`src/hdl/rx_settings.svh`:
```
`ifndef RX_SETTINGS_SVH
`define RX_SETTINGS_SVH

// disk geometry, rx01 single density
`define RX_MAX_CYL     76      // last legal cylinder
`define RX_MAX_SEC     26      // last legal sector, numbering starts at 1

// sector buffer
`define RX_SEC_BYTES   128     // bytes moved per fill/empty
`define RX_BUF_AW      8       // buffer address width, 256 bytes
`define RX_MARK_ADDR   255     // deleted-data marker byte

// card side
`define RX_LBA_W       27      // card block address width

`endif
```
`src/hdl/rx_pkg.sv`:
```
`default_nettype none

package rx_pkg;

   // function code, DXCSR bits 3..1
   typedef enum logic [2:0] {
      cmd_fill      = 3'b000,   // host -> buffer
      cmd_empty     = 3'b001,   // buffer -> host
      cmd_write     = 3'b010,
      cmd_read      = 3'b011,
      cmd_bad       = 3'b100,   // not implemented, flags error
      cmd_status    = 3'b101,
      cmd_write_del = 3'b110,   // write with deleted-data mark
      cmd_error     = 3'b111
   } rx_cmd_e;

   // card exchange sequencer
   typedef enum logic [2:0] {io_idle, io_start, io_wait, io_ack, io_done} rx_io_e;

   // one DXBUF write word, meaning depends on command phase
   typedef union packed {
      struct packed {logic [7:0]  hi; logic [7:0] data;} byte_v;   // fill data
      struct packed {logic [10:0] hi; logic [4:0] sec;}  sec_v;    // sector entry
      struct packed {logic [8:0]  hi; logic [6:0] trk;}  trk_v;    // track entry
   } rx_buf_word_u;

endpackage

`default_nettype wire

```
`src/hdl/rx_if.sv`:
```
`timescale 1ns/1ps
`default_nettype none
`include "rx_settings.svh"

// command hand-off, register side to card sequencer
interface rx_cmd_if import rx_pkg::*; ();
   logic       go;          // one-cycle start strobe
   rx_cmd_e    cmd;
   logic [6:0] cyl;
   logic [4:0] sec;
   logic       drv;
   logic       fin;         // one-cycle completion strobe
   logic       err;         // valid with fin
   logic       del_flag;    // marker seen on last read
   logic       busy;

   modport host (output go, cmd, cyl, sec, drv,
                 input  fin, err, del_flag, busy);
   modport seq  (input  go, cmd, cyl, sec, drv,
                 output fin, err, del_flag, busy);
endinterface

// host side port of the sector buffer
interface rx_buf_if ();
   logic [`RX_BUF_AW-1:0] addr;
   logic [7:0]            wdat;
   logic                  we;
   logic [7:0]            rdat;    // async read of addr

   modport host (output addr, wdat, we, input rdat);
   modport mem  (input addr, wdat, we, output rdat);
endinterface

`default_nettype wire

```
`src/hdl/rx01_ctrl.sv`:
```
`timescale 1ns/1ps
`default_nettype none
`include "rx_settings.svh"

module rx01_ctrl (
   input  wire                  wb_clk_i,
   input  wire                  wb_rst_i,
   // wishbone slave
   input  wire                  wb_cyc_i,
   input  wire                  wb_stb_i,
   input  wire                  wb_we_i,
   input  wire  [1:0]           wb_adr_i,
   input  wire  [1:0]           wb_sel_i,
   input  wire  [15:0]          wb_dat_i,
   output wire  [15:0]          wb_dat_o,
   output wire                  wb_ack_o,
   // interrupt
   output wire                  irq_o,
   input  wire                  iack_i,
   // block engine handshake
   output wire                  card_req_o,
   input  wire                  card_gnt_i,
   output wire                  card_rd_o,
   output wire                  card_wr_o,
   input  wire                  card_done_i,
   output wire                  card_ack_o,
   input  wire                  card_err_i,
   output wire [`RX_LBA_W-1:0]  card_lba_o,
   input  wire [`RX_LBA_W-1:0]  start_offset_i,
   // block engine side of the sector buffer
   input  wire [`RX_BUF_AW-1:0] card_buf_addr_i,
   input  wire [7:0]            card_buf_dat_i,
   input  wire                  card_buf_we_i,
   output wire [7:0]            card_buf_dat_o
);

   wire ide, done_set, go_clr, ide_set, soft_rst;
   wire mark_we, mark_val;

   rx_cmd_if cmd_if ();
   rx_buf_if buf_if ();

   rx_bus_regs rx_bus_regs_inst (
      .wb_clk_i, .wb_rst_i, .wb_cyc_i, .wb_stb_i, .wb_we_i,
      .wb_adr_i, .wb_sel_i, .wb_dat_i, .wb_dat_o, .wb_ack_o,
      .ide_o(ide), .done_set_o(done_set), .go_clr_o(go_clr),
      .ide_set_o(ide_set), .soft_rst_o(soft_rst),
      .cmd_if(cmd_if.host), .buf_if(buf_if.host)
   );

   rx_irq rx_irq_inst (
      .wb_clk_i, .wb_rst_i, .soft_rst_i(soft_rst), .ide_i(ide),
      .done_set_i(done_set), .go_clr_i(go_clr), .ide_set_i(ide_set),
      .iack_i, .irq_o
   );

   rx_sector_buf rx_sector_buf_inst (
      .wb_clk_i, .buf_if(buf_if.mem),
      .card_buf_addr_i, .card_buf_dat_i, .card_buf_we_i, .card_buf_dat_o,
      .mark_we_i(mark_we), .mark_val_i(mark_val)
   );

   // host port sits on the marker byte while DRQ is low
   rx_card_seq rx_card_seq_inst (
      .wb_clk_i, .wb_rst_i, .soft_rst_i(soft_rst), .cmd_if(cmd_if.seq),
      .start_offset_i, .card_req_o, .card_gnt_i, .card_rd_o, .card_wr_o,
      .card_done_i, .card_ack_o, .card_err_i, .card_lba_o,
      .mark_we_o(mark_we), .mark_val_o(mark_val), .mark_rd_i(buf_if.rdat[0])
   );

endmodule

`default_nettype wire

```
`src/hdl/rx_card_seq.sv`:
```
`timescale 1ns/1ps
`default_nettype none
`include "rx_settings.svh"

module rx_card_seq import rx_pkg::*; (
   input  wire                  wb_clk_i,
   input  wire                  wb_rst_i,
   input  wire                  soft_rst_i,
   rx_cmd_if.seq                cmd_if,
   input  wire [`RX_LBA_W-1:0]  start_offset_i,
   output logic                 card_req_o,
   input  wire                  card_gnt_i,
   output logic                 card_rd_o,
   output logic                 card_wr_o,
   input  wire                  card_done_i,
   output logic                 card_ack_o,
   input  wire                  card_err_i,
   output logic [`RX_LBA_W-1:0] card_lba_o,
   output logic                 mark_we_o,
   output logic                 mark_val_o,
   input  wire                  mark_rd_i
);

   rx_io_e state;
   logic   is_write, range_bad;
   logic   fin_q, err_q, del_q;

   assign is_write  = (cmd_if.cmd != cmd_read);   // only 010/011/110 get here
   assign range_bad = (cmd_if.cyl > 7'(`RX_MAX_CYL)) || (cmd_if.sec > 5'(`RX_MAX_SEC))
                      || (cmd_if.sec == 5'd0);

   // image offset + {drive, cylinder, sector}
   assign card_lba_o = start_offset_i
                       + {{(`RX_LBA_W-13){1'b0}}, cmd_if.drv, cmd_if.cyl, cmd_if.sec};

   // marker goes into the buffer once, before the card is asked
   assign mark_we_o  = (state == io_start) & is_write & ~range_bad & ~card_req_o;
   assign mark_val_o = (cmd_if.cmd == cmd_write_del);

   assign cmd_if.fin      = fin_q;
   assign cmd_if.err      = err_q;
   assign cmd_if.del_flag = del_q;
   assign cmd_if.busy     = (state != io_idle);

   always_ff @(posedge wb_clk_i or posedge wb_rst_i) begin
      if (wb_rst_i) begin
         state <= io_idle;
         {card_req_o, card_rd_o, card_wr_o, card_ack_o} <= 4'b0000;
         {fin_q, err_q, del_q} <= 3'b000;
      end else if (soft_rst_i) begin
         state <= io_idle;
         {card_req_o, card_rd_o, card_wr_o, card_ack_o} <= 4'b0000;
         {fin_q, err_q, del_q} <= 3'b000;
      end else begin
         fin_q <= 1'b0;
         case (state)
            io_idle: if (cmd_if.go) state <= io_start;
            io_start: begin
               if (range_bad) begin   // no card access at all
                  fin_q <= 1'b1;
                  err_q <= 1'b1;
                  state <= io_idle;
               end else begin
                  card_req_o <= 1'b1;
                  if (card_req_o && card_gnt_i) begin   // granted, start transfer
                     card_rd_o <= ~is_write;
                     card_wr_o <= is_write;
                     state     <= io_wait;
                  end
               end
            end
            io_wait: if (card_done_i) begin
               card_ack_o <= 1'b1;
               state      <= io_ack;
            end
            io_ack: if (!card_done_i) begin
               card_ack_o <= 1'b0;
               state      <= io_done;
            end
            io_done: begin   // release card, report
               card_req_o <= 1'b0;
               card_rd_o  <= 1'b0;
               card_wr_o  <= 1'b0;
               fin_q      <= 1'b1;
               err_q      <= card_err_i;
               if (!is_write) del_q <= mark_rd_i;   // byte 255 from the image
               state      <= io_idle;
            end
            default: state <= io_idle;
         endcase
      end
   end

   rd_wr_excl_a: assert property (@(posedge wb_clk_i) disable iff (wb_rst_i)
      !(card_rd_o && card_wr_o));

endmodule

`default_nettype wire

```
`src/hdl/rx_sector_buf.sv`:
```
`timescale 1ns/1ps
`default_nettype none
`include "rx_settings.svh"

module rx_sector_buf (
   input  wire                  wb_clk_i,
   rx_buf_if.mem                buf_if,
   input  wire [`RX_BUF_AW-1:0] card_buf_addr_i,
   input  wire [7:0]            card_buf_dat_i,
   input  wire                  card_buf_we_i,
   output logic [7:0]           card_buf_dat_o,
   input  wire                  mark_we_i,
   input  wire                  mark_val_i
);

   localparam int unsigned depth = 1 << `RX_BUF_AW;
   localparam logic [`RX_BUF_AW-1:0] mark_addr = `RX_MARK_ADDR;

   logic [7:0] mem [depth];

   always_ff @(posedge wb_clk_i) begin
      if (buf_if.we) mem[buf_if.addr] <= buf_if.wdat;                // host fill
      if (mark_we_i) mem[mark_addr] <= {7'b0, mark_val_i};           // deleted-data mark
      if (card_buf_we_i) mem[card_buf_addr_i] <= card_buf_dat_i;     // card read data
   end

   assign buf_if.rdat    = mem[buf_if.addr];
   assign card_buf_dat_o = mem[card_buf_addr_i];

endmodule

`default_nettype wire

```
`src/hdl/rx_irq.sv`:
```
`timescale 1ns/1ps
`default_nettype none

module rx_irq (
   input  wire  wb_clk_i,
   input  wire  wb_rst_i,
   input  wire  soft_rst_i,
   input  wire  ide_i,
   input  wire  done_set_i,
   input  wire  go_clr_i,
   input  wire  ide_set_i,
   input  wire  iack_i,
   output logic irq_o
);

   typedef enum logic [1:0] {i_idle, i_req, i_wait} irq_st_e;

   irq_st_e state;
   logic    trig;       // interrupt trigger
   logic    trig_clr;

   assign trig_clr = go_clr_i | (state == i_req && ide_i && iack_i);

   always_ff @(posedge wb_clk_i or posedge wb_rst_i) begin
      if (wb_rst_i) begin
         trig  <= 1'b1;   // done after reset, so pending
         state <= i_idle;
         irq_o <= 1'b0;
      end else if (soft_rst_i) begin
         trig  <= 1'b1;
         state <= i_idle;
         irq_o <= 1'b0;
      end else begin
         if (done_set_i || ide_set_i) trig <= 1'b1;   // set wins over clear
         else if (trig_clr) trig <= 1'b0;
         case (state)
            i_idle: if (ide_i && trig) begin
               state <= i_req;
               irq_o <= 1'b1;
            end
            i_req: if (!ide_i) begin   // IDE dropped, withdraw
               state <= i_idle;
               irq_o <= 1'b0;
            end else if (iack_i) begin
               state <= i_wait;
               irq_o <= 1'b0;
            end
            i_wait: if (!iack_i) state <= i_idle;   // rearm on iack low
            default: state <= i_idle;
         endcase
      end
   end

   irq_ide_a: assert property (@(posedge wb_clk_i) disable iff (wb_rst_i)
      $rose(irq_o) |-> $past(ide_i));

endmodule

`default_nettype wire

```
`src/hdl/rx_bus_regs.sv`:
```
`timescale 1ns/1ps
`default_nettype none
`include "rx_settings.svh"

module rx_bus_regs import rx_pkg::*; (
   input  wire         wb_clk_i,
   input  wire         wb_rst_i,
   input  wire         wb_cyc_i,
   input  wire         wb_stb_i,
   input  wire         wb_we_i,
   input  wire  [1:0]  wb_adr_i,
   input  wire  [1:0]  wb_sel_i,
   input  wire  [15:0] wb_dat_i,
   output logic [15:0] wb_dat_o,
   output logic        wb_ack_o,
   output logic        ide_o,
   output logic        done_set_o,   // completion strobe to irq
   output logic        go_clr_o,     // command accepted
   output logic        ide_set_o,    // IDE written 1 while DONE
   output logic        soft_rst_o,
   rx_cmd_if.host      cmd_if,
   rx_buf_if.host      buf_if
);

   localparam logic [`RX_BUF_AW-1:0] last_byte = `RX_SEC_BYTES - 1;
   localparam logic [`RX_BUF_AW-1:0] mark_addr = `RX_MARK_ADDR;

   logic req, reply, acc;
   logic csr_sel, buf_sel, csr_wr, buf_wr, buf_rd;
   logic accept, quick_fin, ptr_step, xfer_end, finish, sec_take, trk_take;
   rx_buf_word_u wr_word;
   rx_cmd_e new_cmd, cmd;
   logic start, done, err, drq, ide, rst_req, go_q;
   logic sec_phase, trk_phase, drv;
   logic [4:0] sec;
   logic [6:0] cyl;
   logic [`RX_BUF_AW-1:0] ptr;
   logic [15:0] csr_word, status_word, buf_word;

   //************************************************************************
   // bus cycle decode
   //************************************************************************
   assign req     = wb_cyc_i & wb_stb_i;
   assign reply   = req & ~wb_ack_o;   // ack goes out, read data latched
   assign acc     = req & wb_ack_o;    // side effects happen here
   assign csr_sel = (wb_adr_i == 2'b00);   // DXCSR
   assign buf_sel = (wb_adr_i == 2'b10);   // DXBUF
   assign csr_wr  = acc & wb_we_i & csr_sel;
   assign buf_wr  = acc & wb_we_i & buf_sel & wb_sel_i[0];
   assign buf_rd  = acc & ~wb_we_i & buf_sel;
   assign wr_word = wb_dat_i;
   assign new_cmd = rx_cmd_e'(wb_dat_i[3:1]);

   // GO only when nothing runs
   assign accept    = csr_wr & wb_sel_i[0] & wb_dat_i[0] & ~start & ~cmd_if.busy;
   assign quick_fin = accept & (new_cmd inside {cmd_bad, cmd_status, cmd_error});
   assign ptr_step  = start & drq & ((cmd == cmd_fill & buf_wr) | (cmd == cmd_empty & buf_rd));
   assign xfer_end  = ptr_step & (ptr == last_byte);
   assign sec_take  = start & sec_phase & buf_wr;
   assign trk_take  = start & trk_phase & buf_wr;
   assign finish    = quick_fin | xfer_end | cmd_if.fin;

   assign ide_o      = ide;
   assign done_set_o = finish;
   assign go_clr_o   = accept;
   assign ide_set_o  = csr_wr & wb_sel_i[0] & wb_dat_i[6] & done;
   assign soft_rst_o = rst_req;

   assign buf_if.addr = drq ? ptr : mark_addr;   // marker visible while idle
   assign buf_if.wdat = wr_word.byte_v.data;
   assign buf_if.we   = ptr_step & (cmd == cmd_fill);

   assign cmd_if.go  = go_q;
   assign cmd_if.cmd = cmd;
   assign cmd_if.cyl = cyl;
   assign cmd_if.sec = sec;
   assign cmd_if.drv = drv;

   // read words
   assign csr_word    = {err, 7'b0, drq, ide, done, 5'b0};
   assign status_word = {8'h00, ~cmd_if.busy, cmd_if.del_flag, 3'b000, 1'b1, 2'b00};

   always_comb begin
      buf_word = 16'h0000;   // error register reads zero
      if (cmd == cmd_empty && drq)
         buf_word = {8'h00, buf_if.rdat};
      else if (cmd == cmd_status)
         buf_word = status_word;
   end

   always_ff @(posedge wb_clk_i or posedge wb_rst_i) begin
      if (wb_rst_i)
         wb_ack_o <= 1'b0;
      else
         wb_ack_o <= reply;   // single pulse per strobe
   end

   //************************************************************************
   // command state
   //************************************************************************
   always_ff @(posedge wb_clk_i or posedge wb_rst_i) begin
      if (wb_rst_i) begin
         start     <= 1'b0;
         done      <= 1'b1;   // controller comes up done
         err       <= 1'b0;
         drq       <= 1'b0;
         ide       <= 1'b0;
         sec_phase <= 1'b0;
         trk_phase <= 1'b0;
         go_q      <= 1'b0;
         rst_req   <= 1'b0;
         cmd       <= cmd_bad;
      end else if (rst_req) begin   // DXCSR bit 14
         start     <= 1'b0;
         done      <= 1'b1;
         err       <= 1'b0;
         drq       <= 1'b0;
         ide       <= 1'b0;
         sec_phase <= 1'b0;
         trk_phase <= 1'b0;
         go_q      <= 1'b0;
         rst_req   <= 1'b0;
         cmd       <= cmd_bad;
      end else begin
         go_q <= 1'b0;
         if (csr_wr && wb_sel_i[1]) rst_req <= wb_dat_i[14];
         if (csr_wr && wb_sel_i[0]) ide <= wb_dat_i[6];   // writable any time
         if (accept) begin
            cmd       <= new_cmd;
            start     <= ~quick_fin;
            done      <= quick_fin;   // status/error/bad end at once
            err       <= (new_cmd == cmd_bad);
            drq       <= ~quick_fin;  // fill, empty or sector entry
            sec_phase <= new_cmd inside {cmd_write, cmd_read, cmd_write_del};
            trk_phase <= 1'b0;
         end
         if (sec_take) begin
            sec_phase <= 1'b0;
            trk_phase <= 1'b1;
         end
         if (trk_take) begin   // track in, hand over to sequencer
            trk_phase <= 1'b0;
            drq       <= 1'b0;
            go_q      <= 1'b1;
         end
         if (xfer_end) begin   // 128th byte
            drq   <= 1'b0;
            done  <= 1'b1;
            start <= 1'b0;
         end
         if (cmd_if.fin) begin
            done  <= 1'b1;
            err   <= cmd_if.err;
            start <= 1'b0;
         end
      end
   end

   // read data, pointer and CHS words
   always_ff @(posedge wb_clk_i) begin
      if (reply && !wb_we_i)
         wb_dat_o <= csr_sel ? csr_word : (buf_sel ? buf_word : 16'h0000);
      if (accept) begin
         drv <= wb_dat_i[4];
         ptr <= '0;
      end else if (ptr_step) begin
         ptr <= ptr + 1'b1;
      end
      if (sec_take) sec <= wr_word.sec_v.sec;
      if (trk_take) cyl <= wr_word.trk_v.trk;
   end

   ack_single_a: assert property (@(posedge wb_clk_i) disable iff (wb_rst_i)
      wb_ack_o |=> !wb_ack_o);

   // sequencer must be free whenever a new sector command is launched
   go_idle_a: assert property (@(posedge wb_clk_i) disable iff (wb_rst_i)
      cmd_if.go |-> !cmd_if.busy);

endmodule

`default_nettype wire

```
`config.mk`:
```
export PLATFORM = sky130hd
export DESIGN_NAME = rx01_ctrl
export DESIGN_NICKNAME = d
export VERILOG_FILES = /design/src/hdl/rx_pkg.sv /design/src/hdl/rx_if.sv /design/src/hdl/rx01_ctrl.sv /design/src/hdl/rx_card_seq.sv /design/src/hdl/rx_sector_buf.sv /design/src/hdl/rx_irq.sv /design/src/hdl/rx_bus_regs.sv
export VERILOG_INCLUDE_DIRS = /design/src /design/src/hdl
export SDC_FILE = /design/constraint.sdc
export NUM_CORES = 2
export LEC_CHECK = 0
export BUFFER_PORTS_ARGS = -buffer_cell sky130_fd_sc_hd__buf_2
export CAP_MARGIN = 20
export CORE_MARGIN = 5
export CORE_UTILIZATION = 25
export DETAILED_ROUTE_END_ITERATION = 7
export HOLD_SLACK_MARGIN = 0.1
export PLACE_DENSITY = 0.48
export SYNTH_ARGS = -nofsm -noshare
export SYNTH_HDL_FRONTEND = slang
export SYNTH_HIERARCHICAL = 1
export SYNTH_SLANG_ARGS = --single-unit
```
`constraint.sdc`:
```
create_clock -name wb_clk_i -period 6.45 [get_ports wb_clk_i]
set_clock_uncertainty 0.2 [all_clocks]
set_input_delay 0 -clock wb_clk_i [delete_from_list [all_inputs] [get_ports wb_clk_i]]
set_output_delay 0 -clock wb_clk_i [all_outputs]
set_load 0.05 [all_outputs]
```
==> flow_summary.ini <==
[worst_setup_path]
crit_type = flop to flop
start_kind = flop
required_ps = 6880
reg2reg_depth = 12
worstPathMaxFanout = 82
slowest_delay_ps = 710
crit_slowest_cell = nand2b_4
cp.arrival_ps = 6620
end_kind = flop
worstPathCellList = nand2b_4, buf_12, mux4_2, a22oi_1, a21oi_1, o41ai_1, buf_4, nand4_1, a22oi_1, o22ai_1, nor2b_1, dlygate4sd3_1
cp_common_cell = a22oi_1

[min_path]
holdPathStages = 4
min_path_type = input port to flop

[detailed_routing]
drt_wl_total_mm = 504
post-route-drc-count = 2
routed-via-count = 83300
ant_nets = 0
routed_via_density = 5.64
drt_iter0_drc = 10700
firstDrtPassIters = 8
wl_per_cell_um = 34.1

[final_layout]
nNetsFinal = 7975
finalNonFillerCells = 14800
fillers = 49500
area_growth_pct = 14.6
layout-drive-gt1-share_pct = 49.9

[global_route]
grt_pass1_vias = 82600
grt_use_met2_pct = 29.3
grtUsageMet3_pct = 4.81
grt-busiest-layer = met2
grt_pass1_wl_mm = 688
grt_max_degree = 145
grt_use_total_pct = 18.8
antenna_found_initial = 39
use_met1_pct = 24.8
grt_remaining_overflow = 0

[clock_tree]
clk_path_buf_depth = 4
clock_latency_ps = 920
cts_tree = built
cts-root-buf = clkbuf_16
cts_sinks = 2105
clkTransAtPathRegs_ps = 60
numCtsBuffers = 262
cts_htree_levels = 5

[logic_synthesis]
async_flop_share_pct = 1.28
ys.flop_type = edfxtp_1
synthCells = 8003
synthesis.area_sq_mm = 0.125
syn_area_per_cell_sq_um = 15.6
ys_seq_elements = 2105
yosysSeqAreaShare_pct = 50.4
synth_edf_count = 2070
yosys_warnings = 6
synth_cell_types = 80

[placement]
place_inst = 14200
hpwlAfterDp_mm = 317
gp_congestion = 0.917
place_ws_ps = 785
portBuffers = 115

[pwr]
irDropWorstVdd_mv = 0.170
leakage_nw = 44.0
p_per_area_mw_per_mm2 = 240

[timing]
setup_tns_ps = 0
fmax_mhz = 161
hold_violations = 0
min_period_over_period_pct = 96.1
max_slew_margin_pct = 6.19
setup_slack_ps = 251
period_minus_slack_ps = 6200
rsz0062_at_grt = no
drv_slew = 0
tightest_slew_ps = 1390
setup_viol = 0

[run]
maxCapViolCount = 0

[floorplan]
chipWidth_um = 717
core_area_sq_mm = 0.498
top_level_ports = 130
rows = 259
die-height_um = 717
start_util_pct = 25.1
die_area_sq_mm = 0.514

[status]
status = complete, but fails checks
violations = DRC
## registers in the layout, summed over array words and instances, names as in the netlist, 2 cells and up
register	flops
rx_bus_regs_inst/cmd_if.cyl	7
rx_bus_regs_inst/ptr	8
rx_bus_regs_inst/cmd_if.cmd	3
rx_bus_regs_inst/wb_dat_o	9
rx_sector_buf_inst/mem	2048
rx_card_seq_inst/state	3
rx_irq_inst/state	2
rx_bus_regs_inst/cmd_if.sec	5
## report_power, final
group | leakage, nW | switching (mW) | total, mW | internal (mW)
combinational | 21.0 | 2.82 | 4.53 | 1.71
sequential | 19.0 | 0.0553 | 15.1 | 15.1
clock | 4.03 | 6.11 | 14.7 | 8.64
total | 44.0 | 8.98 | 34.4 | 25.4
## cells by family after synthesis
family / count (synthesis) / share of synthesized area (%)
mux: 3073 / 36.9
compound gates: 1185 / 6.31
simple gates: 600 / 2.68
fa+ha+maj: 15 / 0.156
buf+inv: 997 / 3.39
flops: 2105 / 50.4
other cells: 1 / 0.00300
xor+xnor: 27 / 0.189
## routing by layer
| layer | share of wire [%] | wire length (um) |
|---|---|---|
| met1 | 40 | 200000 |
| met2 | 45 | 229000 |
| met3 | 10 | 51700 |
| met4 | 4.7 | 23700 |
| met5 | 0.021 | 108 |
## stage by stage
step	hold WS [ps]	power [mW]	area (sq um)	util [%]
after floorplan	-435	18.1	125000	-
after global placement	-298	19.7	134000	26.9
after detailed placement	-283	19.8	134000	26.9
after CTS	109	34.6	143000	28.7
after global routing	140	35.4	143000	28.8
final	109	34.4	143000	28.8
## cells in the mapped netlist, types with 6 or more instances
library cell     n  share of area (%)
mux4_2        1024                 18
dfxtp_1          8               0.13
xnor2_1         19               0.13
buf_6           29               0.26
and2_1          10              0.050
clkbuf_1       723                2.2
and3_1          16              0.080
buf_4           34               0.20
dfrtp_1         24               0.48
o22ai_1        196               0.98
a22oi_1        513                3.1
nand2b_1        39               0.20
edfxtp_1      2070                 50
mux2_1         170                1.5
a21o_1           6              0.036
mux2_2        1872                 17
nor3_1           9              0.036
ha_1            14               0.14
inv_1           23              0.069
mux2i_1          7              0.056
nand4_1         24               0.12
buf_2          119               0.48
buf_1           69               0.21
a21oi_1        284                1.1
nor2_2         152               0.76
nor2b_1         18              0.090
nor2_1          65               0.20
nand2_1        179               0.54
xor2_1           8              0.056
nor2_4          33               0.30
o41ai_1         65               0.46
o21ai_0         79               0.32
nand3_1         23              0.092
## what timing repair did
action,CTS,global route
hold endpoints to repair,1475,0
gates resized for setup,0,2
setup endpoints to repair,0,1
buffers inserted,0,3
hold buffers,73,0
## critical path: cells and delay by family (launching register included)
family / cells / cell delay [ps]
buf+inv: 3 / 1370
simple gates: 3 / 1400
compound gates: 5 / 1790
mux: 1 / 410
flops: 1 / 610
## cell usage in the layout, fill, tap and decap left out, types with 17 or more instances in the layout
| cell type | count |
|---|---|
| nand4_1 | 24 |
| clkinv_2 | 28 |
| o22ai_1 | 196 |
| diode_2 | 34 |
| nand3_1 | 19 |
| edfxtp_1 | 2070 |
| a22oi_1 | 513 |
| clkinv_1 | 51 |
| o21ai_0 | 79 |
| nor2_4 | 39 |
| dfrtp_1 | 23 |
| nand2_1 | 153 |
| buf_12 | 64 |
| dlygate4sd3_1 | 73 |
| nor2_2 | 154 |
| a21oi_1 | 284 |
| xnor2_1 | 19 |
| mux4_2 | 1024 |
| clkbuf_16 | 271 |
| nand2b_1 | 33 |
| mux2_1 | 170 |
| nor2_1 | 57 |
| clkbuf_1 | 58 |
| inv_1 | 23 |
| bufinv_16 | 24 |
| mux2_2 | 1872 |
| buf_4 | 326 |
| buf_8 | 18 |
| nand2_4 | 17 |
| buf_2 | 102 |
| o41ai_1 | 50 |
## worst paths after layout
check | start | end | slack [ps]
worst min register to register | rx_card_seq_inst/card_wr_o | rx_card_seq_inst/card_wr_o | 300
max in group asynchronous | wb_rst_i | rx_irq_inst/trig | 4750
worst max-delay path | rx_bus_regs_inst/drq | rx_bus_regs_inst/wb_dat_o[6] | 250
worst min-delay path | wb_dat_i[3] | rx_bus_regs_inst/err | 110
worst max register to register | rx_bus_regs_inst/drq | rx_bus_regs_inst/wb_dat_o[6] | 250
min in group asynchronous | wb_rst_i | rx_card_seq_inst/card_req_o | 620
## area by class of cell
type                    instances  area [sq um]  share of cell area (%)
flip-flops and latches       2105         63000                    43.9
multi-input cells            4909         58300                    40.6
well taps                    6655          8330                    5.81
clock buffers                 329          7000                    4.88
repair buffers                586          5300                    3.70
clock inverters               125          1280                   0.894
inverters                      23          86.3                  0.0602
diodes                         34          85.1                  0.0594
(Power assumes the default switching activity.)
